$ cat config.mk
export PLATFORM = sky130hd
export DESIGN_NAME = fetchPort
export DESIGN_NICKNAME = d
export VERILOG_FILES = /design/src/design/axiLitePkg.sv /design/src/design/fetchPort.sv
export VERILOG_INCLUDE_DIRS = /design/src /design/src/include
export SDC_FILE = /design/constraint.sdc
export NUM_CORES = 1
export LEC_CHECK = 0
export ABC_AREA = 1
export ABC_CLOCK_PERIOD_IN_PS = 2600
export BUFFER_PORTS_ARGS = -buffer_cell sky130_fd_sc_hd__buf_2
export CAP_MARGIN = 15
export CORE_MARGIN = 5
export CORE_UTILIZATION = 35
export CTS_CLUSTER_DIAMETER = 30
export DETAILED_ROUTE_END_ITERATION = 7
export GPL_ROUTABILITY_DRIVEN = 0
export PLACE_DENSITY = 0.75
export RECOVER_POWER = 25
export SLEW_MARGIN = 20
export SYNTH_ARGS = -nofsm -noshare
export SYNTH_HDL_FRONTEND = slang
export SYNTH_SLANG_ARGS = --single-unit
$ cat constraint.sdc
create_clock -name clk -period 2.6 [get_ports clk]
set_input_delay 0.13 -clock clk [delete_from_list [all_inputs] [get_ports clk]]
set_output_delay 0.13 -clock clk [all_outputs]
set_load 0.005 [all_outputs]
$ cat src/include/memSubsys_consts.svh
`ifndef MEM_SUBSYS_CONSTS_SVH
`define MEM_SUBSYS_CONSTS_SVH

// bus widths
`define ADDR_WIDTH 32
`define DATA_WIDTH 32

// ram depth in 32-bit words
`define MEM_WORDS 1024

// MIPS primary opcodes, loads then stores
`define OPC_LB  6'd32
`define OPC_LH  6'd33
`define OPC_LW  6'd35
`define OPC_LBU 6'd36
`define OPC_LHU 6'd37
`define OPC_SB  6'd40
`define OPC_SH  6'd41
`define OPC_SW  6'd43

`endif

$ cat src/design/axiLitePkg.sv
package axiLitePkg;

    // bresp / rresp encoding
    typedef enum logic [1:0] {
        RESP_OKAY   = 2'b00,
        RESP_EXOKAY = 2'b01,
        RESP_SLVERR = 2'b10,
        RESP_DECERR = 2'b11
    } axiRespT;

    // which master owns the slave
    typedef enum logic [1:0] {
        GNT_NONE  = 2'd0,
        GNT_DATA  = 2'd1,
        GNT_FETCH = 2'd2
    } grantT;

endpackage

$ cat src/design/fetchPort.sv
`timescale 1ns/100ps
`include "memSubsys_consts.svh"

module fetchPort import axiLitePkg::*; (
    input  logic                    clk,
    input  logic                    rst,
    // core side
    input  logic                    fReq,
    input  logic [`ADDR_WIDTH-1:0]  fAddr,
    output logic                    fReady,
    output logic                    fDone,
    output logic [`DATA_WIDTH-1:0]  fInstr,
    output logic                    fErr,
    // axi-lite read channels only
    output logic                    fmArvalid,
    input  logic                    fmArready,
    output logic [`ADDR_WIDTH-1:0]  fmAraddr,
    input  logic                    fmRvalid,
    output logic                    fmRready,
    input  logic [`DATA_WIDTH-1:0]  fmRdata,
    input  axiRespT                 fmRresp
);

    typedef enum logic [1:0] {ST_IDLE, ST_READ, ST_DONE} stateT;

    stateT state;

    always_ff @(posedge clk) begin
        if (rst) begin
            state     <= ST_IDLE;
            fmArvalid <= 1'b0;
        end else begin
            case (state)
                ST_IDLE: if (fReq) begin  // fReady high in idle
                    state     <= ST_READ;
                    fmArvalid <= 1'b1;
                end
                ST_READ: begin
                    if (fmArready) fmArvalid <= 1'b0;
                    if (fmRvalid) state <= ST_DONE;
                end
                default: state <= ST_IDLE;
            endcase
        end
    end

    always_ff @(posedge clk) begin
        if (fReq && fReady) fmAraddr <= {fAddr[`ADDR_WIDTH-1:2], 2'b00};  // word reads only
        if (fmRvalid && fmRready) begin
            fErr   <= (fmRresp != RESP_OKAY);
            fInstr <= fmRdata;  // ram already zeroes data on error
        end
    end

    assign fmRready = (state == ST_READ);
    assign fReady   = (state == ST_IDLE);
    assign fDone    = (state == ST_DONE);

endmodule

==> reports/results.ini <==
[outcome]
outcome = complete, no violations

[global_route]
overflow = 0
grt_pass1_wl_um = 8540
grt_antenna_before_repair = 0
track_usage = 0.159
first_global_vias = 1648
grt_max_degree = 34

[power]
leakage_uw = 0.00158
irDropWorstVdd_uv = 390
powerDensity_nw_per_um2 = 642

[layout]
fin_nets = 366
area_delta_synth_final_pct = 78.7
diodes = 0
layout.cells.non_filler = 372
drive_above_1_share = 0.523

[min_path]
worstHoldEndpoint = fErr
min_path_type = in2reg
hold_path_depth = 2
min_from = fmRresp[0]

[cts]
cts_made_buffers = 9
htree_levels = 3
cts.sinks = 66
root_buffer = clkbuf_8
cts-resized-gates = 0
clkLatencyLatePin_ns = 0.33
clk_pin_slew_worst_paths_ns = 0.06
clock_path_buffers = 2
tritoncts = done

[detailed_routing]
final_antenna_net_count = 0
drt_iter0_markers = 43
drc_errors = 0
dr_total_vias = 1555
drt_pass1_iterations = 4
finalWirelength_um = 5810
vias_per_cell = 4.18
detail_route.wl_per_cell_um = 15.6

[run]
drv_cap = 0

[placed_design]
io_buffers = 135
placed_cells = 293
pre_cts_ws_ns = 1.27
hpwl_um = 3670

[setup_path]
cp_num_buf_inv = 2
slowest_delay_ns = 0.37
crit_path_end_kind = flop
worstSetupPathType = reg2reg
rr_startpoint = state[1]
critPathRequiredTime_ns = 2.58
ff2ff_setup_slack_ns = 1.29
crit_slowest_cell = buf_4
r2r-end = fInstr[17]
start_kind = flop
rr_worst_depth = 4
critical_path.max_fanout = 33
crit_arrival_ns = 1.30
path_cells = inv_1 -> nand2_2 -> nor2_2 -> buf_4
path_delay_family = buffers and inverters

[synth]
yosys-top-cells-count = 63 x edfxtp_1, 3 x dfxtp_1, 3 x inv_1
ys_warn_count = 0
yosys_most_used_dff = edfxtp_1
syn_area_per_cell_sq_um = 24.1
yosysMostFrequentCell = edfxtp_1
synth-async-reset-ratio = 0
synth_edf_count = 63
seq_area_frac_synth = 0.954
synth_top_cells_by_area = edfxtp_1 92%, dfxtp_1 2.9%, buf_4 0.73%
synth_cell_type_count = 14
yosys.area.top_type = edfxtp_1
ys_ff_latch = 66
syn_area_sq_um = 2050
synth_top_area_frac = 0.925
synth_cells = 85

[timing]
finalCritPeriodShare = 0.506
hold_ws_ns = 0.0598
finalSetupViolations = 0
grt_setup_unrepaired = no
tns_ns = 0
fin_worst_skew_ns = 0.00388
min_period_ns = 1.31
setup_ws_ns = 1.29
drv_slew = 0
hold_viol_final = 0
fmaxAchievable_ghz = 0.761

[floorplan]
core.rowCount = 27
fp.dieArea_sq_um = 7470
dieWidth_um = 86.5
io_pins = 140
coreArea_sq_um = 5610
dieHeight_um = 86.5
initial_utilization = 0.365

routing by layer:
metal  track usage  share of wire  vias up
met3        0.0827           0.14        5
li1              -              -      737
met5             0              0        -
met4        0.0680          0.012        0
met2         0.268           0.46      111
met1         0.167           0.38      702
cell families after synthesis:
| kind of cell | count (synthesis) | synth area share |
|---|---|---|
| simple gates | 10 | 0.0245 |
| other cells | 1 | 0.00183 |
| flops | 66 | 0.954 |
| compound gates | 2 | 0.00489 |
| buf+inv | 6 | 0.0147 |
stage by stage:
stage / instance area [sq um] / power, uW / util
2_1_floorplan: 2050 / 1300 / -
3_3_place_gp: 2820 / 1410 / 0.502
3_5_place_dp: 2820 / 1420 / 0.502
4_1_cts: 3660 / 2380 / 0.652
5_1_grt: 3650 / 2460 / 0.652
6_report: 3650 / 2350 / 0.652
worst max path at each step:
stage,endpoint,cells past startpoint,start,slack (ns)
after CTS,fInstr[19],4,state[1],1.27
after detailed placement,fInstr[2],4,state[1],1.27
after global routing,fInstr[29],4,state[1],1.21
final,fInstr[17],4,state[1],1.29
after floorplan,fErr,2,state[0],0.32
after global placement,fInstr[19],3,state[0],1.32
where the power goes:
part	internal [uW]	switching (uW)	leakage [uW]	total, uW
clock	529	348	0.000110	877
combinational	136	90.1	0.000852	226
sequential	1230	14.9	0.000614	1240
placed cells by master (no fill, tap or decap), drive strengths merged:
cell         instances
nand3                1
buf                136
clkbuf              10
bufinv               2
inv                  4
dfxtp                3
dlygate4sd3         63
edfxtp              63
clkinv               5
nor3                 1
nor2                 3
or2                  1
conb                 2
a21oi                2
nand2                4
layout make-up:
type                            count  area, sq um
Clock buffer                        9          124
Timing Repair Buffer              200         1320
Tap cell                           72         90.1
Multi-Input combinational cell     14         70.1
Clock inverter                      7         83.8
Inverter                            4         15.0
Fill cell                         411         1950
Sequential cell                    66         1950
repair_timing:
action,4_1_cts,5_1_grt
hold buffers,63,0
hold endpoints to repair,65,0
setup buffers,0,0
flip-flops by register name, indices dropped and copies added (netlist names):
register	cells
fmAraddr	30
fInstr	32
state	2
fErr	1
fmArvalid	1
Note: power is estimated with default switching activity, not from simulation.
