**config.mk**
```make
export PLATFORM = sky130hd
export DESIGN_NAME = axiLiteArbiter
export DESIGN_NICKNAME = d
export VERILOG_FILES = /design/src/design/axiLitePkg.sv /design/src/design/axiLiteArbiter.sv
export VERILOG_INCLUDE_DIRS = /design/src /design/src/include
export SDC_FILE = /design/constraint.sdc
export NUM_CORES = 1
export LEC_CHECK = 0
export ABC_AREA = 1
export BUFFER_PORTS_ARGS = -buffer_cell sky130_fd_sc_hd__buf_4
export CORE_AREA = 3 3 139 141
export DETAILED_ROUTE_END_ITERATION = 16
export DIE_AREA = 0 0 142 144
export GPL_ROUTABILITY_DRIVEN = 0
export GPL_TIMING_DRIVEN = 0
export SETUP_SLACK_MARGIN = 0.05
export SYNTH_ARGS = -nofsm -noshare
export SYNTH_HDL_FRONTEND = slang
export SYNTH_SLANG_ARGS = --single-unit
```
**constraint.sdc**
```tcl
create_clock -name clk -period 2.3 [get_ports clk]
set_clock_uncertainty 0.05 [all_clocks]
set_input_delay 0 -clock clk [delete_from_list [all_inputs] [get_ports clk]]
set_output_delay 0 -clock clk [all_outputs]
set_load 0.005 [all_outputs]
```
**src/include/memSubsys_consts.svh**
```systemverilog
`ifndef MEM_SUBSYS_CONSTS_SVH
`define MEM_SUBSYS_CONSTS_SVH

// bus widths
`define ADDR_WIDTH 32
`define DATA_WIDTH 32

// ram depth in 32-bit words
`define MEM_WORDS 1024

// MIPS primary opcodes, loads then stores
`define OPC_LB  6'd32
`define OPC_LH  6'd33
`define OPC_LW  6'd35
`define OPC_LBU 6'd36
`define OPC_LHU 6'd37
`define OPC_SB  6'd40
`define OPC_SH  6'd41
`define OPC_SW  6'd43

`endif

```
**src/design/axiLitePkg.sv**
```systemverilog
package axiLitePkg;

    // bresp / rresp encoding
    typedef enum logic [1:0] {
        RESP_OKAY   = 2'b00,
        RESP_EXOKAY = 2'b01,
        RESP_SLVERR = 2'b10,
        RESP_DECERR = 2'b11
    } axiRespT;

    // which master owns the slave
    typedef enum logic [1:0] {
        GNT_NONE  = 2'd0,
        GNT_DATA  = 2'd1,
        GNT_FETCH = 2'd2
    } grantT;

endpackage

```
**src/design/axiLiteArbiter.sv**
```systemverilog
`timescale 1ns/100ps
`include "memSubsys_consts.svh"

module axiLiteArbiter import axiLitePkg::*; (
    input  logic                        clk,
    input  logic                        rst,
    // data master
    input  logic                        dmAwvalid,
    output logic                        dmAwready,
    input  logic [`ADDR_WIDTH-1:0]      dmAwaddr,
    input  logic                        dmWvalid,
    output logic                        dmWready,
    input  logic [`DATA_WIDTH-1:0]      dmWdata,
    input  logic [`DATA_WIDTH/8-1:0]    dmWstrb,
    output logic                        dmBvalid,
    input  logic                        dmBready,
    output axiRespT                     dmBresp,
    input  logic                        dmArvalid,
    output logic                        dmArready,
    input  logic [`ADDR_WIDTH-1:0]      dmAraddr,
    output logic                        dmRvalid,
    input  logic                        dmRready,
    output logic [`DATA_WIDTH-1:0]      dmRdata,
    output axiRespT                     dmRresp,
    // fetch master, reads only
    input  logic                        fmArvalid,
    output logic                        fmArready,
    input  logic [`ADDR_WIDTH-1:0]      fmAraddr,
    output logic                        fmRvalid,
    input  logic                        fmRready,
    output logic [`DATA_WIDTH-1:0]      fmRdata,
    output axiRespT                     fmRresp,
    // toward the ram
    output logic                        sAwvalid,
    input  logic                        sAwready,
    output logic [`ADDR_WIDTH-1:0]      sAwaddr,
    output logic                        sWvalid,
    input  logic                        sWready,
    output logic [`DATA_WIDTH-1:0]      sWdata,
    output logic [`DATA_WIDTH/8-1:0]    sWstrb,
    input  logic                        sBvalid,
    output logic                        sBready,
    input  axiRespT                     sBresp,
    output logic                        sArvalid,
    input  logic                        sArready,
    output logic [`ADDR_WIDTH-1:0]      sAraddr,
    input  logic                        sRvalid,
    output logic                        sRready,
    input  logic [`DATA_WIDTH-1:0]      sRdata,
    input  axiRespT                     sRresp
);

    grantT grant;
    logic  lastData;   // data master had the last grant
    logic  dataWants;
    logic  txnEnd;     // last response beat of the owner
    logic  toData;
    logic  toFetch;

    assign dataWants = dmAwvalid | dmWvalid | dmArvalid;
    assign txnEnd    = (sRvalid & sRready) | (sBvalid & sBready);
    assign toData    = (grant == GNT_DATA);
    assign toFetch   = (grant == GNT_FETCH);

    always_ff @(posedge clk) begin
        if (rst) begin
            grant    <= GNT_NONE;
            lastData <= 1'b0;
        end else if (grant == GNT_NONE) begin
            // round robin, the other master wins a tie
            if (dataWants && (!fmArvalid || !lastData)) grant <= GNT_DATA;
            else if (fmArvalid) grant <= GNT_FETCH;
        end else if (txnEnd) begin
            lastData <= toData;
            grant    <= GNT_NONE;
        end
    end

    // write path belongs to the data master only
    assign sAwvalid  = toData & dmAwvalid;
    assign sAwaddr   = dmAwaddr;
    assign sWvalid   = toData & dmWvalid;
    assign sWdata    = dmWdata;
    assign sWstrb    = dmWstrb;
    assign sBready   = toData & dmBready;
    assign dmAwready = toData & sAwready;
    assign dmWready  = toData & sWready;
    assign dmBvalid  = toData & sBvalid;
    assign dmBresp   = sBresp;

    // read path muxed by grant, loser sees ready low
    assign sArvalid  = toData ? dmArvalid : (toFetch & fmArvalid);
    assign sAraddr   = toFetch ? fmAraddr : dmAraddr;
    assign sRready   = toData ? dmRready : (toFetch & fmRready);
    assign dmArready = toData & sArready;
    assign fmArready = toFetch & sArready;
    assign dmRvalid  = toData & sRvalid;
    assign fmRvalid  = toFetch & sRvalid;
    assign dmRdata   = sRdata;   // shared, qualified by valid
    assign fmRdata   = sRdata;
    assign dmRresp   = sRresp;
    assign fmRresp   = sRresp;

endmodule

```
==> run metrics <==
flop-to-flop setup slack=1.08 ns; worst skew pair latency=0.22 ns; crit path launch type=flop; Place WS=0.907 ns; Routed Antenna Nets=0; Seq pwr share=5.8%; library cells used by synthesis=19; Clk network pwr share=25.3%; top-count cell post-synth=buf_4; Max FO, Critical Path=10; crit share post-route=69.7%; Rows=49; vias in the first global route=2111; Main synth FF type=dfxtp_1; Reg2Reg Depth=6; Net Switching=272 µW; CTS tree=yes; clock root buffer=clkbuf_16; H-tree depth=1; Worst Hold Class=in -> reg; met2 wire length=5120 µm; initial antenna violation count=0; Metal-1 WL=3230 µm; Wirelength per Cell=13.0 µm; Sw Share=25.4%; setup violation total in the final timing report=0; met3 WL=932 µm; DRT Pass-1 Iters=4; first-pass GRT wire length=11300 µm; Slew @ Worst Pin=0.254 ns; worst r2r src=grant[0]$_SDFFE_PP0P_; Hold Violations, Final=0; Worst VDD drop=0.624 mV; Final min period=1.60 ns; post-synthesis cell area=0.00185 mm²; Synth Instances=223; Clock transition at path regs=0.03 ns; top cell type by total area after synthesis=buf_4; Initial Util=10.2%; TritonCTS Buffers=3; P_int=799 µW; hold_buf cts=1; Syn Area/Cell=8.30 µm²; Vias=2197; Final WS setup=0.697 ns; Nets=670; Ys Warns=0; top-level I/O count=364; grt ovf=0; # clock sinks=3; WS Path Type=reg -> out; top-area cell type share of the netlist area=55.9%; FFs w/ async S/R, synth=0%; EDFF count, synth=0; CP peak stage delay=0.45 ns; slowest CP cell=dfxtp_1; RR Endpoint=lastData$_SDFFE_PP0P_; CTS Buffer Depth=2; Max Freq=624 MHz; leakage=0.00243 µW; RSZ-0062 raised after global routing=false; # diodes=0; Commonest cells post-synth=buf_4, mux2_4, inv_1, nor2_1, nand3_1; GRT Overall Usage=7.08%; layout cells sized above 1=90.8%; P per Cell Area=257 mW/mm²; largest net degree at the start of global routing=11; die height=144 µm; Worst setup EP type=output pin; P&R area growth vs syn=125%; Setup TNS Final=0 ns; Syn Nets=405; top sig layer=met3; Final Slew Violations=0; Post-route DRC=0; CP cell instances=inv_4 -> nand2_8 -> buf_8 -> mux2_4 -> buf_4; die area=0.0204 mm²; DRT iter0 DRCs=24; Core Area=0.0181 mm²; worst setup path end=sAraddr[21]; post-CTS sizing=0; Required @ worst endpoint=2.25 ns; Die X=142 µm; top post-synthesis cells by area=buf_4, mux2_4, dfxtp_1; number of vias per cell=3.07; Port Buffer Count=259; final WL=9280 µm; Post-CTS Setup Inserts=0; CP arrival=1.55 ns; Slew HR=83.1%; CP Launch Point=grant[0]$_SDFFE_PP0P_; status=finished, final reports clean; Combinational Power Share=68.8%; Max Cap Viol=0; synthesized flop and latch total=3; DP HPWL=8800 µm; register area share after synthesis=3.24%
[per-stage QoR]
stage          util (%)  std cells  total power, µW  hold slack [ns]  area, µm²
6_report           23.1        716             1070           0.0371       4170
5_1_grt            23.1        716             1140           0.0542       4170
4_1_cts            23.1        716             1090           0.0411       4170
3_5_place_dp       22.6        711              813            0.116       4080
3_3_place_gp       22.6        711              809            0.116       4080
2_1_floorplan         -        223              388           0.0191       1850
[layout by cell type (no fill, tap or decap)]
master,instances
buf_8,1
nand2_8,1
mux2_4,28
buf_12,2
buf_6,1
clkbuf_16,3
nor2_4,1
o21ai_0,1
buf_4,397
mux2_2,4
nand3_1,9
nor2_1,11
inv_2,1
clkbuf_1,1
nand2_1,5
dlygate4sd3_1,1
dfxtp_1,3
inv_4,1
inv_1,11
a21oi_1,3
nand2_2,1
nand3_2,1
[per-layer routing]
layer / vias up / global-route usage (%)
met4: 0 / 0.152
met2: 166 / 14.1
met5: - / 0
li1: 1091 / -
met3: 0 / 1.52
met1: 940 / 8.09
[layout make-up]
| cell class | count | area (µm²) |
|---|---|---|
| Multi-Input combinational cell | 65 | 638 |
| Fill cell | 2001 | 13900 |
| Tap cell | 229 | 287 |
| Timing Repair Buffer | 260 | 1950 |
| Sequential cell | 3 | 60.1 |
| Buffer | 142 | 1100 |
| Clock buffer | 4 | 78.8 |
| Inverter | 13 | 51.3 |
[registers in the layout, summed over array words and instances, names as in the netlist]
name,count
lastData,1
grant,2
[critical path: cells and delay by family (launching register included)]
kind / cells / cell delay, ns
DFF: 1 / 0.45
buffers and inverters: 3 / 0.43
muxes: 1 / 0.32
and+or+nand+nor: 1 / 0.12
[power by group through the flow]
| stage | combinational [µW] | sequential, µW | clock, µW |
|---|---|---|---|
| 2_1_floorplan | 327 | 61.4 | 0 |
| 3_3_place_gp | 746 | 63.0 | 0 |
| 3_5_place_dp | 750 | 63.0 | 0 |
| 4_1_cts | 754 | 62.6 | 276 |
| 5_1_grt | 794 | 63.1 | 284 |
| 6_report | 737 | 62.3 | 271 |
[kinds of logic (layout without fill, tap and decap cells)]
family,Yosys count,after routing,synth area share (%)
AND/OR/NAND/NOR,29,29,8.24
multiplexers,32,32,25.1
flip-flops,3,3,3.24
AO/OA/AOI/OAI,4,4,1.08
buffers and inverters,155,419,62.3
[worst min-delay path by stage]
stage | slack, ns | cells after the start | startpoint | to
4_1_cts | 0.04 | 3 | fmArvalid | grant[1]$_SDFFE_PP0P_
2_1_floorplan | 0.02 | 1 | rst | grant[0]$_SDFFE_PP0P_
3_3_place_gp | 0.12 | 2 | sRdata[29] | fmRdata[29]
3_5_place_dp | 0.12 | 2 | dmAwaddr[3] | sAwaddr[3]
6_report | 0.04 | 3 | fmArvalid | grant[1]$_SDFFE_PP0P_
5_1_grt | 0.05 | 3 | fmArvalid | grant[1]$_SDFFE_PP0P_
Power figures use the tool's default switching activity.
