$ cat src/include/memSubsys_consts.svh
`ifndef MEM_SUBSYS_CONSTS_SVH
`define MEM_SUBSYS_CONSTS_SVH

// bus widths
`define ADDR_WIDTH 32
`define DATA_WIDTH 32

// ram depth in 32-bit words
`define MEM_WORDS 1024

// MIPS primary opcodes, loads then stores
`define OPC_LB  6'd32
`define OPC_LH  6'd33
`define OPC_LW  6'd35
`define OPC_LBU 6'd36
`define OPC_LHU 6'd37
`define OPC_SB  6'd40
`define OPC_SH  6'd41
`define OPC_SW  6'd43

`endif

$ cat src/design/mipsIsaPkg.sv
`include "memSubsys_consts.svh"

package mipsIsaPkg;

    // one code per memory instruction kind
    // 9 kinds so four bits are needed
    typedef enum logic [3:0] {
        MEM_INV,
        MEM_LB,
        MEM_LH,
        MEM_LW,
        MEM_LBU,
        MEM_LHU,
        MEM_SB,
        MEM_SH,
        MEM_SW
    } memOpT;

    // raw opcode to memory op, anything else is invalid
    function automatic memOpT decodeOp(input logic [5:0] opcode);
        case (opcode)
            `OPC_LB:  return MEM_LB;
            `OPC_LH:  return MEM_LH;
            `OPC_LW:  return MEM_LW;
            `OPC_LBU: return MEM_LBU;
            `OPC_LHU: return MEM_LHU;
            `OPC_SB:  return MEM_SB;
            `OPC_SH:  return MEM_SH;
            `OPC_SW:  return MEM_SW;
            default:  return MEM_INV;
        endcase
    endfunction

endpackage

$ cat src/design/axiLitePkg.sv
package axiLitePkg;

    // bresp / rresp encoding
    typedef enum logic [1:0] {
        RESP_OKAY   = 2'b00,
        RESP_EXOKAY = 2'b01,
        RESP_SLVERR = 2'b10,
        RESP_DECERR = 2'b11
    } axiRespT;

    // which master owns the slave
    typedef enum logic [1:0] {
        GNT_NONE  = 2'd0,
        GNT_DATA  = 2'd1,
        GNT_FETCH = 2'd2
    } grantT;

endpackage

$ cat src/design/loadAlign.sv
`timescale 1ns/100ps
`include "memSubsys_consts.svh"

module loadAlign import mipsIsaPkg::*; (
    input  memOpT                   op,
    input  logic [1:0]              byteSel,  // low address bits
    input  logic [`DATA_WIDTH-1:0]  memWord,  // aligned word from ram
    output logic [`DATA_WIDTH-1:0]  loadData
);

    logic [7:0]  byteField;
    logic [15:0] halfField;

    // lane 0 is bits 7:0
    assign byteField = memWord[8*byteSel +: 8];
    // upper half when byteSel[1] set, byteSel[0] ignored
    assign halfField = memWord[16*byteSel[1] +: 16];

    always_comb begin
        case (op)
            MEM_LW:  loadData = memWord;
            MEM_LB:  loadData = {{24{byteField[7]}}, byteField};   // sign extend
            MEM_LBU: loadData = {24'h000000, byteField};           // zero extend
            MEM_LH:  loadData = {{16{halfField[15]}}, halfField};
            MEM_LHU: loadData = {16'h0000, halfField};
            default: loadData = '0;  // stores, invalid
        endcase
    end

endmodule

$ cat src/design/dataPort.sv
`timescale 1ns/100ps
`include "memSubsys_consts.svh"

module dataPort import mipsIsaPkg::*, axiLitePkg::*; (
    input  logic                        clk,
    input  logic                        rst,
    // core side
    input  logic                        dReq,
    input  logic [5:0]                  dOp,
    input  logic [`ADDR_WIDTH-1:0]      dAddr,
    input  logic [`DATA_WIDTH-1:0]      dWdata,
    output logic                        dReady,
    output logic                        dDone,
    output logic [`DATA_WIDTH-1:0]      dRdata,
    output logic                        dErr,
    // axi-lite master
    output logic                        dmAwvalid,
    input  logic                        dmAwready,
    output logic [`ADDR_WIDTH-1:0]      dmAwaddr,
    output logic                        dmWvalid,
    input  logic                        dmWready,
    output logic [`DATA_WIDTH-1:0]      dmWdata,
    output logic [`DATA_WIDTH/8-1:0]    dmWstrb,
    input  logic                        dmBvalid,
    output logic                        dmBready,
    input  axiRespT                     dmBresp,
    output logic                        dmArvalid,
    input  logic                        dmArready,
    output logic [`ADDR_WIDTH-1:0]      dmAraddr,
    input  logic                        dmRvalid,
    output logic                        dmRready,
    input  logic [`DATA_WIDTH-1:0]      dmRdata,
    input  axiRespT                     dmRresp
);

    typedef enum logic [1:0] {ST_IDLE, ST_WRITE, ST_READ, ST_DONE} stateT;

    stateT                      state;
    memOpT                      reqOp;       // decoded from dOp, same cycle
    memOpT                      opQ;
    logic [`ADDR_WIDTH-1:0]     addrQ;
    logic [`DATA_WIDTH-1:0]     laneData;
    logic [`DATA_WIDTH/8-1:0]   laneStrb;
    logic [`DATA_WIDTH-1:0]     alignedData;
    logic                       accept;

    assign reqOp  = decodeOp(dOp);
    assign accept = dReq & dReady;

    // store data copied to every lane, strobe picks the target
    always_comb begin
        case (reqOp)
            MEM_SB: begin
                laneData = {4{dWdata[7:0]}};
                laneStrb = 4'b0001 << dAddr[1:0];
            end
            MEM_SH: begin
                laneData = {2{dWdata[15:0]}};
                laneStrb = dAddr[1] ? 4'b1100 : 4'b0011;  // dAddr[0] ignored
            end
            default: begin
                laneData = dWdata;
                laneStrb = 4'b1111;
            end
        endcase
    end

    loadAlign loadAlign_i (
        .op       (opQ),
        .byteSel  (addrQ[1:0]),
        .memWord  (dmRdata),
        .loadData (alignedData)
    );

    always_ff @(posedge clk) begin
        if (rst) begin
            state     <= ST_IDLE;
            dmAwvalid <= 1'b0;
            dmWvalid  <= 1'b0;
            dmArvalid <= 1'b0;
        end else begin
            case (state)
                ST_IDLE: if (accept) begin
                    if (reqOp == MEM_INV) begin
                        state <= ST_DONE;  // no bus traffic
                    end else if (reqOp inside {MEM_SB, MEM_SH, MEM_SW}) begin
                        state     <= ST_WRITE;
                        dmAwvalid <= 1'b1;  // aw and w raised together
                        dmWvalid  <= 1'b1;
                    end else begin
                        state     <= ST_READ;
                        dmArvalid <= 1'b1;
                    end
                end
                ST_WRITE: begin
                    if (dmAwready) dmAwvalid <= 1'b0;  // each drops on its own
                    if (dmWready) dmWvalid <= 1'b0;
                    if (dmBvalid) state <= ST_DONE;    // bready high here
                end
                ST_READ: begin
                    if (dmArready) dmArvalid <= 1'b0;
                    if (dmRvalid) state <= ST_DONE;
                end
                default: state <= ST_IDLE;  // done pulse
            endcase
        end
    end

    // request and response payload
    always_ff @(posedge clk) begin
        if (accept) begin
            opQ     <= reqOp;
            addrQ   <= dAddr;
            dmWdata <= laneData;
            dmWstrb <= laneStrb;
            dRdata  <= '0;
            dErr    <= (reqOp == MEM_INV);
        end
        if (dmBvalid && dmBready) dErr <= (dmBresp != RESP_OKAY);
        if (dmRvalid && dmRready) begin
            dErr   <= (dmRresp != RESP_OKAY);
            dRdata <= (dmRresp == RESP_OKAY) ? alignedData : '0;  // zero on error
        end
    end

    assign dmAwaddr = {addrQ[`ADDR_WIDTH-1:2], 2'b00};  // word aligned
    assign dmAraddr = {addrQ[`ADDR_WIDTH-1:2], 2'b00};
    assign dmBready = (state == ST_WRITE);
    assign dmRready = (state == ST_READ);
    assign dReady   = (state == ST_IDLE);
    assign dDone    = (state == ST_DONE);

endmodule

$ cat config.mk
export PLATFORM = sky130hd
export DESIGN_NAME = dataPort
export DESIGN_NICKNAME = d
export VERILOG_FILES = /design/src/design/mipsIsaPkg.sv /design/src/design/axiLitePkg.sv /design/src/design/loadAlign.sv /design/src/design/dataPort.sv
export VERILOG_INCLUDE_DIRS = /design/src /design/src/include
export SDC_FILE = /design/constraint.sdc
export NUM_CORES = 1
export LEC_CHECK = 0
export ABC_AREA = 0
export BUFFER_PORTS_ARGS = -buffer_cell sky130_fd_sc_hd__buf_2
export CAP_MARGIN = 0
export CELL_PAD_IN_SITES_DETAIL_PLACEMENT = 0
export CELL_PAD_IN_SITES_GLOBAL_PLACEMENT = 1
export CORE_MARGIN = 5
export CORE_UTILIZATION = 32
export DETAILED_ROUTE_END_ITERATION = 7
export GPL_ROUTABILITY_DRIVEN = 0
export HOLD_SLACK_MARGIN = 0.12
export PLACE_DENSITY_LB_ADDON = 0.1
export SLEW_MARGIN = 15
export SYNTH_ARGS = -nofsm -noshare
export SYNTH_HDL_FRONTEND = slang
export SYNTH_SLANG_ARGS = --single-unit
export TNS_END_PERCENT = 20
$ cat constraint.sdc
create_clock -name clk -period 2.8 [get_ports clk]
set_input_delay 0.28 -clock clk [delete_from_list [all_inputs] [get_ports clk]]
set_output_delay 0.28 -clock clk [all_outputs]
set_load 0.01 [all_outputs]
==> impl_metrics.json <==
{
  "status": "complete, no violations",
  "drt-pass1-iter-count": 4,
  "rsz0062_at_grt": "no",
  "initial_utilization": 0.324,
  "crit_fanout": 16,
  "report.final.setup_viol": 0,
  "endpoint_kind": "register",
  "async_flop_share": 0,
  "yosysWarnings": 0,
  "grt_overflow": 0,
  "cap_violations": 0,
  "clk_latency_ns": 0.35,
  "timing.hold.ws_ns": 0.144,
  "power.leakage_nw": 2.91,
  "postCtsHoldBufs": 32,
  "max_freq_mhz": 482,
  "portBuffers": 249,
  "vias_per_cell": 4.57,
  "cts_made_buffers": 9,
  "placementRows": 47,
  "min_period_ns": 2.08,
  "cts.reportedPaths.clkPinSlew_ns": 0.08,
  "first_iter_violations": 216,
  "synth_edf_count": 105,
  "drt_wl_total_um": 14500,
  "synth_xor_area_frac": 0.00327,
  "yosysUniqueCellTypes": 56,
  "ys_seq_area_frac": 0.607,
  "yosysTopAreaCellShare": 0.588,
  "synth_adder_area_share": 0.0114,
  "grt_use_total": 0.146,
  "critPathKind": "register to register",
  "drive_gt1_frac": 0.468,
  "coreArea_um2": 16500,
  "drv_slew": 0,
  "diodes": 0,
  "synth_top_family_by_area": "buffers and inverters",
  "synth-simple-area-share": 0.0789,
  "ctsResizeCount": 0,
  "io_pins": 254,
  "routed-via-count": 3972,
  "clockBufferDepth": 2,
  "period_share": 0.742,
  "grt_pass1_vias": 4179,
  "synth_largest_area_cell": "edfxtp_1",
  "worstPathArrival_ns": 2.13,
  "clock-sinks": 110,
  "fin_nets": 762,
  "hpwl_um": 10800,
  "grt_max_degree": 66,
  "start_kind": "register",
  "reg2reg_slack_ns": 0.72,
  "die-width_um": 139,
  "relSlewSlack": 0.434,
  "root_buffer": "clkbuf_16",
  "drc": 0,
  "ir_drop_uv": 421,
  "dieArea_um2": 19400,
  "antenna_found_initial": 1,
  "required_ns": 2.86,
  "ys.flop_type": "edfxtp_1",
  "hold_viol_final": 0,
  "timing.setup.tns_ns": 0,
  "tightest_slew_ns": 0.848,
  "area_growth_pct": 30.6,
  "synth_compound_area_frac": 0.101,
  "htree_levels": 3,
  "drtAntennaViolNets": 0,
  "hold_path.class": "primary input to register",
  "synth.area.mux_share": 0.0840,
  "grt_first_pass_wirelength_um": 22400,
  "synth_area_leaders": "edfxtp_1 (59%), buf_4 (9.1%), mux2_2 (5.0%)",
  "final.setup_skew_ns": 0.00849,
  "p_per_area_nw_per_um2": 748,
  "cts_tree": "done",
  "wl_per_cell_um": 16.7,
  "synth-seq-cells": 110,
  "cts_setup_buffers": 0,
  "die_height_um": 139,
  "netlist_area_um2": 5360,
  "syn_area_per_cell_um2": 12.7,
  "syn_inst": 423
}
cell usage in the layout, fill, tap and decap left out, types with 2 or more instances in the layout:
cell type,instances
nand2_1,36
conb_1,4
nor3_1,4
buf_2,249
edfxtp_1,105
a21oi_2,2
ha_1,4
mux2_2,24
clkbuf_1,2
a21oi_1,32
nand2b_1,4
nor2_1,24
clkbuf_16,9
a31oi_1,2
a221oi_1,7
o211ai_1,3
buf_4,4
nor2b_1,2
inv_1,12
dfxtp_1,5
mux2i_1,18
nor3b_1,2
or3_1,2
nand3_1,3
a22oi_1,7
o21ai_0,13
dlygate4sd3_1,32
a21o_1,2
report_power, final:
part | switching [mW] | internal (mW)
sequential | 0.146 | 2.28
clock | 0.601 | 0.707
combinational | 0.932 | 0.573
total | 1.68 | 3.56
synthesized netlist by cell type, types with 3 or more instances:
| cell type | number |
|---|---|
| edfxtp_1 | 105 |
| buf_4 | 65 |
| nand2_1 | 36 |
| a21oi_1 | 32 |
| mux2_2 | 24 |
| nor2_1 | 24 |
| mux2i_1 | 18 |
| inv_1 | 13 |
| o21ai_0 | 13 |
| buf_2 | 11 |
| a221oi_1 | 7 |
| a22oi_1 | 7 |
| dfxtp_1 | 5 |
| ha_1 | 4 |
| nand2b_1 | 4 |
| nor3_1 | 4 |
| nand3_1 | 3 |
| o211ai_1 | 3 |
path summary, 6_finish.rpt:
path | from | end | cells past startpoint
worst max-delay path | addrQ[0] | dRdata[31] | 5
worst min register to register | state[1] | state[1] | 2
worst min-delay path | dWdata[4] | dmWdata[4] | 1
worst max register to register | addrQ[0] | dRdata[31] | 5
through the flow:
| stage | util | instances | power, mW | setup WS, ns | instance area [um2] |
|---|---|---|---|---|---|
| 2_1_floorplan | - | 426 | 3.48 | 0.113 | 5370 |
| 3_3_place_gp | 0.386 | 821 | 3.95 | 0.790 | 6380 |
| 3_5_place_dp | 0.386 | 821 | 3.97 | 0.685 | 6380 |
| 4_1_cts | 0.424 | 869 | 5.33 | 0.660 | 7000 |
| 5_1_grt | 0.424 | 869 | 5.54 | 0.519 | 7000 |
| 6_report | 0.424 | 869 | 5.24 | 0.724 | 7000 |
registers in the layout, summed over array words and instances, names as in the netlist:
register   count
addrQ         32
dErr           1
dRdata        32
dmArvalid      1
dmAwvalid      1
dmWdata       32
dmWstrb        4
dmWvalid       1
opQ            4
state          2
worst max-delay path, cell delays in order (launching register included):
cell,delay [ns]
edfxtp_1,0.42
mux2_2,0.35
nand3b_1,0.11
o31ai_2,0.13
a21oi_2,0.62
a21oi_1,0.15
cell families (layout without fill, tap and decap cells):
kind of cell             after synthesis  count (layout)
other                                  1               4
AO/OA/AOI/OAI                         82              82
flip-flops                           110             110
multiplexers                          42              42
buffers and inverters                 92             315
adder cells (fa/ha/maj)                5               5
XOR/XNOR                               2               2
AND/OR/NAND/NOR                       89              89
per-layer routing:
metal,global-route usage,routed length [um],share of wire
met1,0.176,5810,0.40
met4,0.0525,240,0.017
met5,0,7,0.00048
met3,0.0525,1290,0.089
met2,0.240,7130,0.49
layout make-up:
class,count,area [um2]
clock buffers,11,233
clock inverters,5,66.3
well taps,220,275
flip-flops and latches,110,3250
fillers,1634,9520
repair buffers,286,1620
multi-input cells,224,1510
inverters,13,48.8
Note: power is estimated with default switching activity, not from simulation.
